===== config.mk =====
export PLATFORM = sky130hd
export DESIGN_NAME = pkt_move_top
export DESIGN_NICKNAME = d
export VERILOG_FILES = /design/src/pkt_move_pkg.sv /design/src/pkt_apb_regs.sv /design/src/pkt_ctrl.sv /design/src/pkt_fifo.sv /design/src/pkt_move_top.sv /design/src/pkt_rd_engine.sv /design/src/pkt_wr_engine.sv
export SDC_FILE = /design/constraint.sdc
export NUM_CORES = 1
export LEC_CHECK = 0
export ABC_AREA = 1
export ABC_CLOCK_PERIOD_IN_PS = 2500
export BUFFER_PORTS_ARGS = -buffer_cell sky130_fd_sc_hd__buf_4
export CORE_MARGIN = 2
export CORE_UTILIZATION = 35
export CTS_CLUSTER_DIAMETER = 200
export DETAILED_ROUTE_END_ITERATION = 8
export RECOVER_POWER = 100
export SYNTH_ARGS = -nofsm -noshare
export SYNTH_HDL_FRONTEND = slang
export SYNTH_SLANG_ARGS = --single-unit
export TNS_END_PERCENT = 30

===== constraint.sdc =====
create_clock -name clk -period 2.5 [get_ports clk]
set_input_delay 0.125 -clock clk [delete_from_list [all_inputs] [get_ports clk]]
set_output_delay 0.125 -clock clk [all_outputs]
set_load 0.01 [all_outputs]

===== src/pkt_move_pkg.sv =====
`default_nettype none

package pkt_move_pkg;

    // ******************************
    // basic widths
    // ******************************
    typedef logic [15:0] addr_t;
    typedef logic [31:0] word_t;
    typedef logic [7:0]  len_t;

    // configuration latched when a transfer starts
    typedef struct packed {
        addr_t src;
        addr_t dst;
        len_t  len;
    } xfer_cfg_t;

    typedef struct packed {
        logic  en;
        addr_t addr;
    } mem_rd_req_t;

    typedef struct packed {
        logic  en;
        addr_t addr;
        word_t data;
    } mem_wr_req_t;

    typedef enum logic [1:0] { IDLE, RUN, RD_DONE, DONE } ctrl_state_t;

    localparam int FIFO_DEPTH = 4;
    localparam int FIFO_CNT_W = 3;
    localparam int FIFO_PTR_W = 2;

    // ******************************
    // APB register map
    // ******************************
    localparam int APB_ADDR_W = 5;
    localparam logic [APB_ADDR_W-1:0] REG_SRC   = 5'h00;
    localparam logic [APB_ADDR_W-1:0] REG_DST   = 5'h04;
    localparam logic [APB_ADDR_W-1:0] REG_LEN   = 5'h08;
    localparam logic [APB_ADDR_W-1:0] REG_CTRL  = 5'h0C;
    localparam logic [APB_ADDR_W-1:0] REG_COUNT = 5'h10;
    localparam int CTRL_START_BIT = 0;

endpackage

`default_nettype wire


===== src/pkt_apb_regs.sv =====
`default_nettype none
`timescale 1ns/1ns

module pkt_apb_regs (
    input  logic                                clk,
    input  logic                                reset,
    input  logic                                psel,
    input  logic                                penable,
    input  logic                                pwrite,
    input  logic [pkt_move_pkg::APB_ADDR_W-1:0] paddr,
    input  pkt_move_pkg::word_t                 pwdata,
    output pkt_move_pkg::word_t                 prdata,
    output logic                                pready,
    output logic                                pslverr,
    input  pkt_move_pkg::ctrl_state_t           state,
    input  logic                                done,
    output logic                                start,
    output pkt_move_pkg::xfer_cfg_t             cfg
);
    import pkt_move_pkg::*;

    logic  access;
    logic  wr_access;
    logic  addr_ok;
    logic  busy;
    logic  start_req;
    logic  start_err;
    word_t count;

    assign access    = psel && penable;
    assign wr_access = access && pwrite;

    // a pending start pulse counts as busy so it cannot be doubled
    assign busy = (state != IDLE) || start;

    always_comb begin
        case (paddr)
            REG_SRC, REG_DST, REG_LEN, REG_CTRL, REG_COUNT: addr_ok = 1'b1;
            default: addr_ok = 1'b0;
        endcase
    end

    assign start_req = wr_access && (paddr == REG_CTRL) && pwdata[CTRL_START_BIT];
    assign start_err = start_req && busy;

    assign pready  = 1'b1;
    assign pslverr = access && (!addr_ok || start_err);

    // config only changes while idle, so the engines see it stable
    always_ff @(posedge clk) begin
        if (!reset) begin
            cfg <= '0;
        end
        else if (wr_access && !busy) begin
            case (paddr)
                REG_SRC: cfg.src <= addr_t'(pwdata);
                REG_DST: cfg.dst <= addr_t'(pwdata);
                REG_LEN: cfg.len <= len_t'(pwdata);
                default: ;
            endcase
        end
    end

    always_ff @(posedge clk) begin
        if (!reset) begin
            start <= 1'b0;
            count <= '0;
        end
        else begin
            start <= start_req && !busy;
            if (done) begin
                count <= count + 1'b1;
            end
        end
    end

    always_comb begin
        case (paddr)
            REG_SRC:   prdata = word_t'(cfg.src);
            REG_DST:   prdata = word_t'(cfg.dst);
            REG_LEN:   prdata = word_t'(cfg.len);
            REG_CTRL:  prdata = word_t'({state, busy});
            REG_COUNT: prdata = count;
            default:   prdata = '0;
        endcase
    end

    // the control FSM must have returned to idle before a new start
    start_only_idle: assert property (@(posedge clk) disable iff (!reset)
        start |-> state == IDLE);

endmodule : pkt_apb_regs

`default_nettype wire


===== src/pkt_ctrl.sv =====
`default_nettype none
`timescale 1ns/1ns

module pkt_ctrl (
    input  logic                      clk,
    input  logic                      reset,
    input  logic                      start,
    input  logic                      rd_done,
    input  logic                      wr_done,
    output logic                      rd_go,
    output logic                      wr_go,
    output logic                      done,
    output pkt_move_pkg::ctrl_state_t state
);
    import pkt_move_pkg::*;

    ctrl_state_t state_next;

    always_ff @(posedge clk) begin
        if (!reset) begin
            state <= IDLE;
        end
        else begin
            state <= state_next;
        end
    end

    // ******************************
    // next state
    // ******************************
    always_comb begin
        case (state)
            IDLE: begin
                state_next = start ? RUN : IDLE;
            end
            RUN: begin
                if (rd_done && wr_done) begin
                    state_next = DONE;
                end
                else if (rd_done) begin
                    state_next = RD_DONE;
                end
                else begin
                    state_next = RUN;
                end
            end
            RD_DONE: begin
                state_next = wr_done ? DONE : RD_DONE;
            end
            default: begin
                state_next = IDLE;
            end
        endcase
    end

    assign rd_go = (state == RUN);
    assign wr_go = (state == RUN) || (state == RD_DONE);
    assign done  = (state == DONE);

    // the writer can only move words the reader has already fetched
    wr_after_rd: assert property (@(posedge clk) disable iff (!reset)
        wr_done |-> rd_done);

endmodule : pkt_ctrl

`default_nettype wire


===== src/pkt_fifo.sv =====
`default_nettype none
`timescale 1ns/1ns

module pkt_fifo (
    input  logic                                clk,
    input  logic                                reset,
    input  logic                                push,
    input  pkt_move_pkg::word_t                 push_data,
    input  logic                                pop,
    output pkt_move_pkg::word_t                 front,
    output logic                                empty,
    output logic [pkt_move_pkg::FIFO_CNT_W-1:0] count
);
    import pkt_move_pkg::*;

    word_t                 mem [FIFO_DEPTH];
    logic [FIFO_PTR_W-1:0] wr_ptr;
    logic [FIFO_PTR_W-1:0] rd_ptr;
    logic                  full;

    always_ff @(posedge clk) begin
        if (push) begin
            mem[wr_ptr] <= push_data;
        end
    end

    // pointers wrap on their own since the depth is a power of two
    always_ff @(posedge clk) begin
        if (!reset) begin
            wr_ptr <= '0;
            rd_ptr <= '0;
            count  <= '0;
        end
        else begin
            if (push) begin
                wr_ptr <= wr_ptr + 1'b1;
            end
            if (pop) begin
                rd_ptr <= rd_ptr + 1'b1;
            end
            case ({push, pop})
                2'b10:   count <= count + 1'b1;
                2'b01:   count <= count - 1'b1;
                default: count <= count;
            endcase
        end
    end

    assign front = mem[rd_ptr];
    assign empty = (count == '0);
    assign full  = (count == FIFO_CNT_W'(FIFO_DEPTH));

    // the read engine reserves space for its reads before issuing them
    no_overflow: assert property (@(posedge clk) disable iff (!reset) push |-> !full);
    no_underflow: assert property (@(posedge clk) disable iff (!reset) pop |-> !empty);

endmodule : pkt_fifo

`default_nettype wire


===== src/pkt_move_top.sv =====
`default_nettype none
`timescale 1ns/1ns

module pkt_move_top (
    input  logic                                clk,
    input  logic                                reset,
    input  logic                                psel,
    input  logic                                penable,
    input  logic                                pwrite,
    input  logic [pkt_move_pkg::APB_ADDR_W-1:0] paddr,
    input  pkt_move_pkg::word_t                 pwdata,
    output pkt_move_pkg::word_t                 prdata,
    output logic                                pready,
    output logic                                pslverr,
    output pkt_move_pkg::mem_rd_req_t           rd_req,
    input  pkt_move_pkg::word_t                 rd_data,
    output pkt_move_pkg::mem_wr_req_t           wr_req,
    input  logic                                wr_ready
);
    import pkt_move_pkg::*;

    xfer_cfg_t             cfg;
    ctrl_state_t           state;
    logic                  start;
    logic                  done;
    logic                  rd_go;
    logic                  wr_go;
    logic                  rd_done;
    logic                  wr_done;
    logic                  push;
    word_t                 push_data;
    logic                  pop;
    word_t                 front;
    logic                  empty;
    logic [FIFO_CNT_W-1:0] fifo_count;

    pkt_apb_regs u_regs (
        .clk, .reset, .psel, .penable, .pwrite, .paddr, .pwdata,
        .prdata, .pready, .pslverr, .state, .done, .start, .cfg
    );

    pkt_ctrl u_ctrl (
        .clk, .reset, .start, .rd_done, .wr_done, .rd_go, .wr_go, .done, .state
    );

    pkt_rd_engine u_rd (
        .clk, .reset, .start, .rd_go, .cfg, .rd_req, .rd_data,
        .fifo_count, .push, .push_data, .rd_done
    );

    pkt_fifo u_fifo (
        .clk, .reset, .push, .push_data, .pop, .front, .empty, .count(fifo_count)
    );

    pkt_wr_engine u_wr (
        .clk, .reset, .start, .wr_go, .cfg, .front, .empty, .pop,
        .wr_req, .wr_ready, .wr_done
    );

endmodule : pkt_move_top

`default_nettype wire


===== src/pkt_rd_engine.sv =====
`default_nettype none
`timescale 1ns/1ns

module pkt_rd_engine (
    input  logic                               clk,
    input  logic                               reset,
    input  logic                               start,
    input  logic                               rd_go,
    input  pkt_move_pkg::xfer_cfg_t            cfg,
    output pkt_move_pkg::mem_rd_req_t          rd_req,
    input  pkt_move_pkg::word_t                rd_data,
    input  logic [pkt_move_pkg::FIFO_CNT_W-1:0] fifo_count,
    output logic                               push,
    output pkt_move_pkg::word_t                push_data,
    output logic                               rd_done
);
    import pkt_move_pkg::*;

    len_t                  issued;
    len_t                  returned;
    logic                  req_en;
    addr_t                 req_addr;
    logic                  issue;
    logic [FIFO_CNT_W-1:0] committed;

    // words in the FIFO plus reads still in flight
    assign committed = fifo_count + {{(FIFO_CNT_W-1){1'b0}}, req_en}
                                  + {{(FIFO_CNT_W-1){1'b0}}, push};

    assign issue = rd_go && (issued != cfg.len) && (committed < FIFO_CNT_W'(FIFO_DEPTH));

    always_ff @(posedge clk) begin
        if (!reset) begin
            req_en <= 1'b0;
            push   <= 1'b0;
        end
        else begin
            req_en <= issue;
            push   <= req_en;
        end
    end

    always_ff @(posedge clk) begin
        if (issue) begin
            req_addr <= cfg.src + addr_t'(issued);
        end
    end

    always_ff @(posedge clk) begin
        if (!reset || start) begin
            issued   <= '0;
            returned <= '0;
            rd_done  <= 1'b0;
        end
        else begin
            if (issue) begin
                issued <= issued + 1'b1;
            end
            if (push) begin
                returned <= returned + 1'b1;
            end
            if (rd_go && (returned == cfg.len)) begin
                rd_done <= 1'b1;
            end
        end
    end

    assign rd_req.en   = req_en;
    assign rd_req.addr = req_addr;

    // read data arrives one cycle after the request, in step with push
    assign push_data = rd_data;

endmodule : pkt_rd_engine

`default_nettype wire


===== src/pkt_wr_engine.sv =====
`default_nettype none
`timescale 1ns/1ns

module pkt_wr_engine (
    input  logic                      clk,
    input  logic                      reset,
    input  logic                      start,
    input  logic                      wr_go,
    input  pkt_move_pkg::xfer_cfg_t   cfg,
    input  pkt_move_pkg::word_t       front,
    input  logic                      empty,
    output logic                      pop,
    output pkt_move_pkg::mem_wr_req_t wr_req,
    input  logic                      wr_ready,
    output logic                      wr_done
);
    import pkt_move_pkg::*;

    len_t idx;
    logic wr_en;

    // front and idx only move on an accepted write, so the request holds
    assign wr_en = wr_go && !empty && (idx != cfg.len);
    assign pop   = wr_en && wr_ready;

    assign wr_req.en   = wr_en;
    assign wr_req.addr = cfg.dst + addr_t'(idx);
    assign wr_req.data = front;

    always_ff @(posedge clk) begin
        if (!reset || start) begin
            idx     <= '0;
            wr_done <= 1'b0;
        end
        else begin
            if (pop) begin
                idx <= idx + 1'b1;
            end
            if (wr_go && (idx == cfg.len)) begin
                wr_done <= 1'b1;
            end
        end
    end

endmodule : pkt_wr_engine

`default_nettype wire


==> flow_summary.toml <==
[critical_path]
critPathArrivalTime_ps = 2260
crit_path_frequent_cell = "nand2_1"
start_kind = "register"
critPathMaxStageDelay_ps = 470
crit_path_max_fanout = 6
cpMaxStageDelayCell = "dfxtp_1"
cp.required_ps = 2380
cp_top_family = "simple AND/OR/NAND/NOR gates"
cp-end-kind = "output port"
path_cells = "ha_1 > nand3_1 > nand3_2 > nand2_1 > nand2_1 > nand2_1 > nand3_1 > xor2_1 > buf_4"
crit_buf_inv = 1
critical_path_class = "register to output port"

[sta]
fin_crit_ps = 2380
setup_violations = 0
tightest_slew_ps = 1230
hold_slack_ps = 66.9
relSlewSlack_pct = 18.3
rsz0062_at_grt = "false"
hold_violations = 0
slew_violations = 0
setup_tns_ps = 0
fin_ws_ps = 118
worst_clock_skew_ps = 7.68
period_share_pct = 95.3
max_freq_mhz = 420

[power_and_ir_drop]
ir_drop_mv = 0.488
netSwitchingFraction_pct = 20.9
clkPwrFrac_pct = 47.9
seqPwrFrac_pct = 49.3
comb_power_share_pct = 2.8
p_sw_uw = 1880
p_leak_uw = 0.00575
cellPowerDensity_mw_per_mm2 = 602
total_power_uw = 9010
p_int_uw = 7120

[layout]
area_delta_synth_final_pct = 21.8
design_area_mm2 = 0.0150
n_antenna_cell = 0
regArea_mm2 = 0.00658
multiInputGateArea_mm2 = 0.00488
layout_commonest_cell = "nand2_1"
fillCellCount = 3556
final_cell_mix = "nand2_1 (273), nor2_1 (242), edfxtp_1 (144)"
drive_gt1_share_pct = 8.06
layout.nets = 1747

[cts]
cts_buffer_depth = 3
cts_max_level = 1
clkSinkCount = 256
cts_made_buffers = 29
cts-root-buf = "clkbuf_16"
clock_latency_ps = 560
cts.clk_slew.worst_paths_ps = 70
post-cts-setup-buffers = 0
cts_tree = "done"

[route]
routed-wl-met3_mm = 2.04
drt-met1-wl_mm = 14.3
via_count = 10377
routed.top_layer = "met4"
firstDrtPassIters = 5
wl_per_cell_um = 15.2
final_antenna_net_count = 0
wl_met2_mm = 15.1
drc = 0
drt_iter0_markers = 608
routed_wirelength_mm = 32.1
via_per_inst = 4.90

[placed_design]
place_area_mm2 = 0.0140
post-place-ws_ps = 158
gp_congestion = 0.892
place.port_buffers = 157
dp_hpwl_mm = 22.6

[die]
chipWidth_um = 191
pin_count = 175
dieArea_mm2 = 0.0366
rows = 68
die_h_um = 191
initial_core_util_pct = 35.6
coreArea_mm2 = 0.0345

[global_routing]
grt_usage_pct = 17.5
antenna_found_initial = 0
grt_pass1_vias = 10092
grt_overflow = 0
grt_max_degree = 67
grt_pass1_wl_mm = 51.2

[synthesis]
ys_ff_latch = 256
synth_edf_count = 144
synth_warnings = 0
synth_nets = 1530
async_flop_share_pct = 0
synth_seq_area_share_pct = 53.4
synth_area_per_cell_um2 = 8.64
synth_area_mm2 = 0.0123
yosys_most_used_dff = "edfxtp_1"
postSynthCellCount = 1422
yosysUniqueCellTypes = 49

[run_status]
status = "complete, no violations"

[worst_hold_path]
hold_class = "primary input to register"

[run]
max_cap_violations = 0
-- logic make-up after synthesis --
| family | after synthesis | share of synthesized area (%) |
|---|---|---|
| AO/OA/AOI/OAI | 250 | 11.2 |
| XOR/XNOR | 34 | 2.42 |
| adder cells (fa/ha/maj) | 33 | 3.54 |
| buffers and inverters | 194 | 6.49 |
| flip-flops | 256 | 53.4 |
| other | 1 | 0.0305 |
| AND/OR/NAND/NOR | 654 | 22.8 |
-- worst reg2reg max path, stage by stage, from the launching register on --
cell and delay [ps]:
dfxtp_2 360, inv_1 80, ha_1 280, inv_1 70
a31oi_4 160, nand3_2 100, inv_1 60, ha_1 130
inv_1 70, fa_1 390, a21oi_1 150, o21ai_1 90
o21ai_1 120, a21oi_1 70
-- repair_timing --
item / CTS / global route
gates resized for setup: 5 / 12
endpoints found under the setup margin: 26 / 9
hold endpoints to repair: 178 / 0
hold buffers: 53 / 0
cloned: 0 / 0
-- power by group through the flow --
| stage | Sequential, µW | Combinational, µW | Clock [µW] |
|---|---|---|---|
| finish | 4440 | 254 | 4310 |
| global route | 4440 | 279 | 4600 |
| CTS | 4440 | 283 | 4410 |
| detailed placement | 4530 | 214 | 0 |
| global placement | 4530 | 209 | 0 |
| floorplan | 4530 | 81.5 | 0 |
-- cell type report --
type                            count  share of cell area, %
Sequential cell                   256                   44.0
Clock buffer                       42                   5.67
Clock inverter                     12                  0.895
Multi-Input combinational cell    972                   32.6
Tap cell                          455                   3.80
Inverter                          146                   3.67
Timing Repair Buffer              234                   9.37
-- metrics by stage --
| step | utilization, % | std cells |
|---|---|---|
| 5_1_grt | 43.3 | 2117 |
| 4_1_cts | 44.9 | 2117 |
| 6_report | 43.3 | 2117 |
| 3_3_place_gp | 40.5 | 2010 |
| 2_1_floorplan | - | 1422 |
| 3_5_place_dp | 40.5 | 2010 |
-- layer usage --
metal | track usage (%) | up-vias
li1 | - | 5219
met1 | 22.6 | 4846
met2 | 30.1 | 267
met3 | 3.19 | 45
met4 | 4.32 | 0
met5 | 0 | -
-- cell usage after synthesis (3+ instances only) --
cell type / count / share of area (%)
nor2_2: 11 / 0.56
o21a_1: 4 / 0.24
nand3b_1: 5 / 0.31
clkinv_1: 4 / 0.12
clkbuf_1: 28 / 0.86
edfxtp_1: 144 / 35
nand2_2: 3 / 0.15
a21oi_1: 60 / 2.4
inv_1: 135 / 4.1
o2111ai_1: 6 / 0.43
o221ai_1: 6 / 0.43
nand4_1: 22 / 1.1
buf_6: 5 / 0.46
fa_1: 3 / 0.49
inv_2: 7 / 0.21
o21ai_0: 104 / 4.2
dfxtp_1: 112 / 18
xnor2_1: 9 / 0.64
o22ai_1: 33 / 1.7
nor3_4: 3 / 0.40
nor2_1: 234 / 7.1
ha_1: 30 / 3.1
o21ai_1: 27 / 1.1
nand2_4: 3 / 0.27
buf_4: 6 / 0.37
buf_2: 7 / 0.29
nand2_1: 272 / 8.3
nand3_2: 3 / 0.24
xor2_1: 25 / 1.8
nor3_1: 18 / 0.73
nand3_1: 67 / 2.7
nor4_1: 4 / 0.20
-- final timing paths --
check                                                start                           end  slack, ps  depth (start not counted)
worst min-delay path                              paddr[3]       u_regs.start$_SDFF_PN0_         70                          3
worst max register to register  u_ctrl.state[1]$_SDFF_PN0_  u_fifo.count[2]$_SDFFE_PN0P_        260                         13
worst min register to register   u_wr.wr_done$_SDFFE_PP0P_     u_wr.wr_done$_SDFFE_PP0P_        460                          1
worst max-delay path              u_wr.idx[1]$_SDFFE_PP0P_                    wr_req[41]        120                          9
-- registers in the layout, summed over array words and instances (netlist names), 3 cells and up, named ones only --
signal and count:
u_rd.req_addr 16, u_regs.count 32, u_regs.cfg 40, u_fifo.count 3
u_fifo.mem 128, u_wr.idx 8, u_rd.issued 8, u_rd.returned 8
Note: power is estimated with default switching activity, not from simulation.
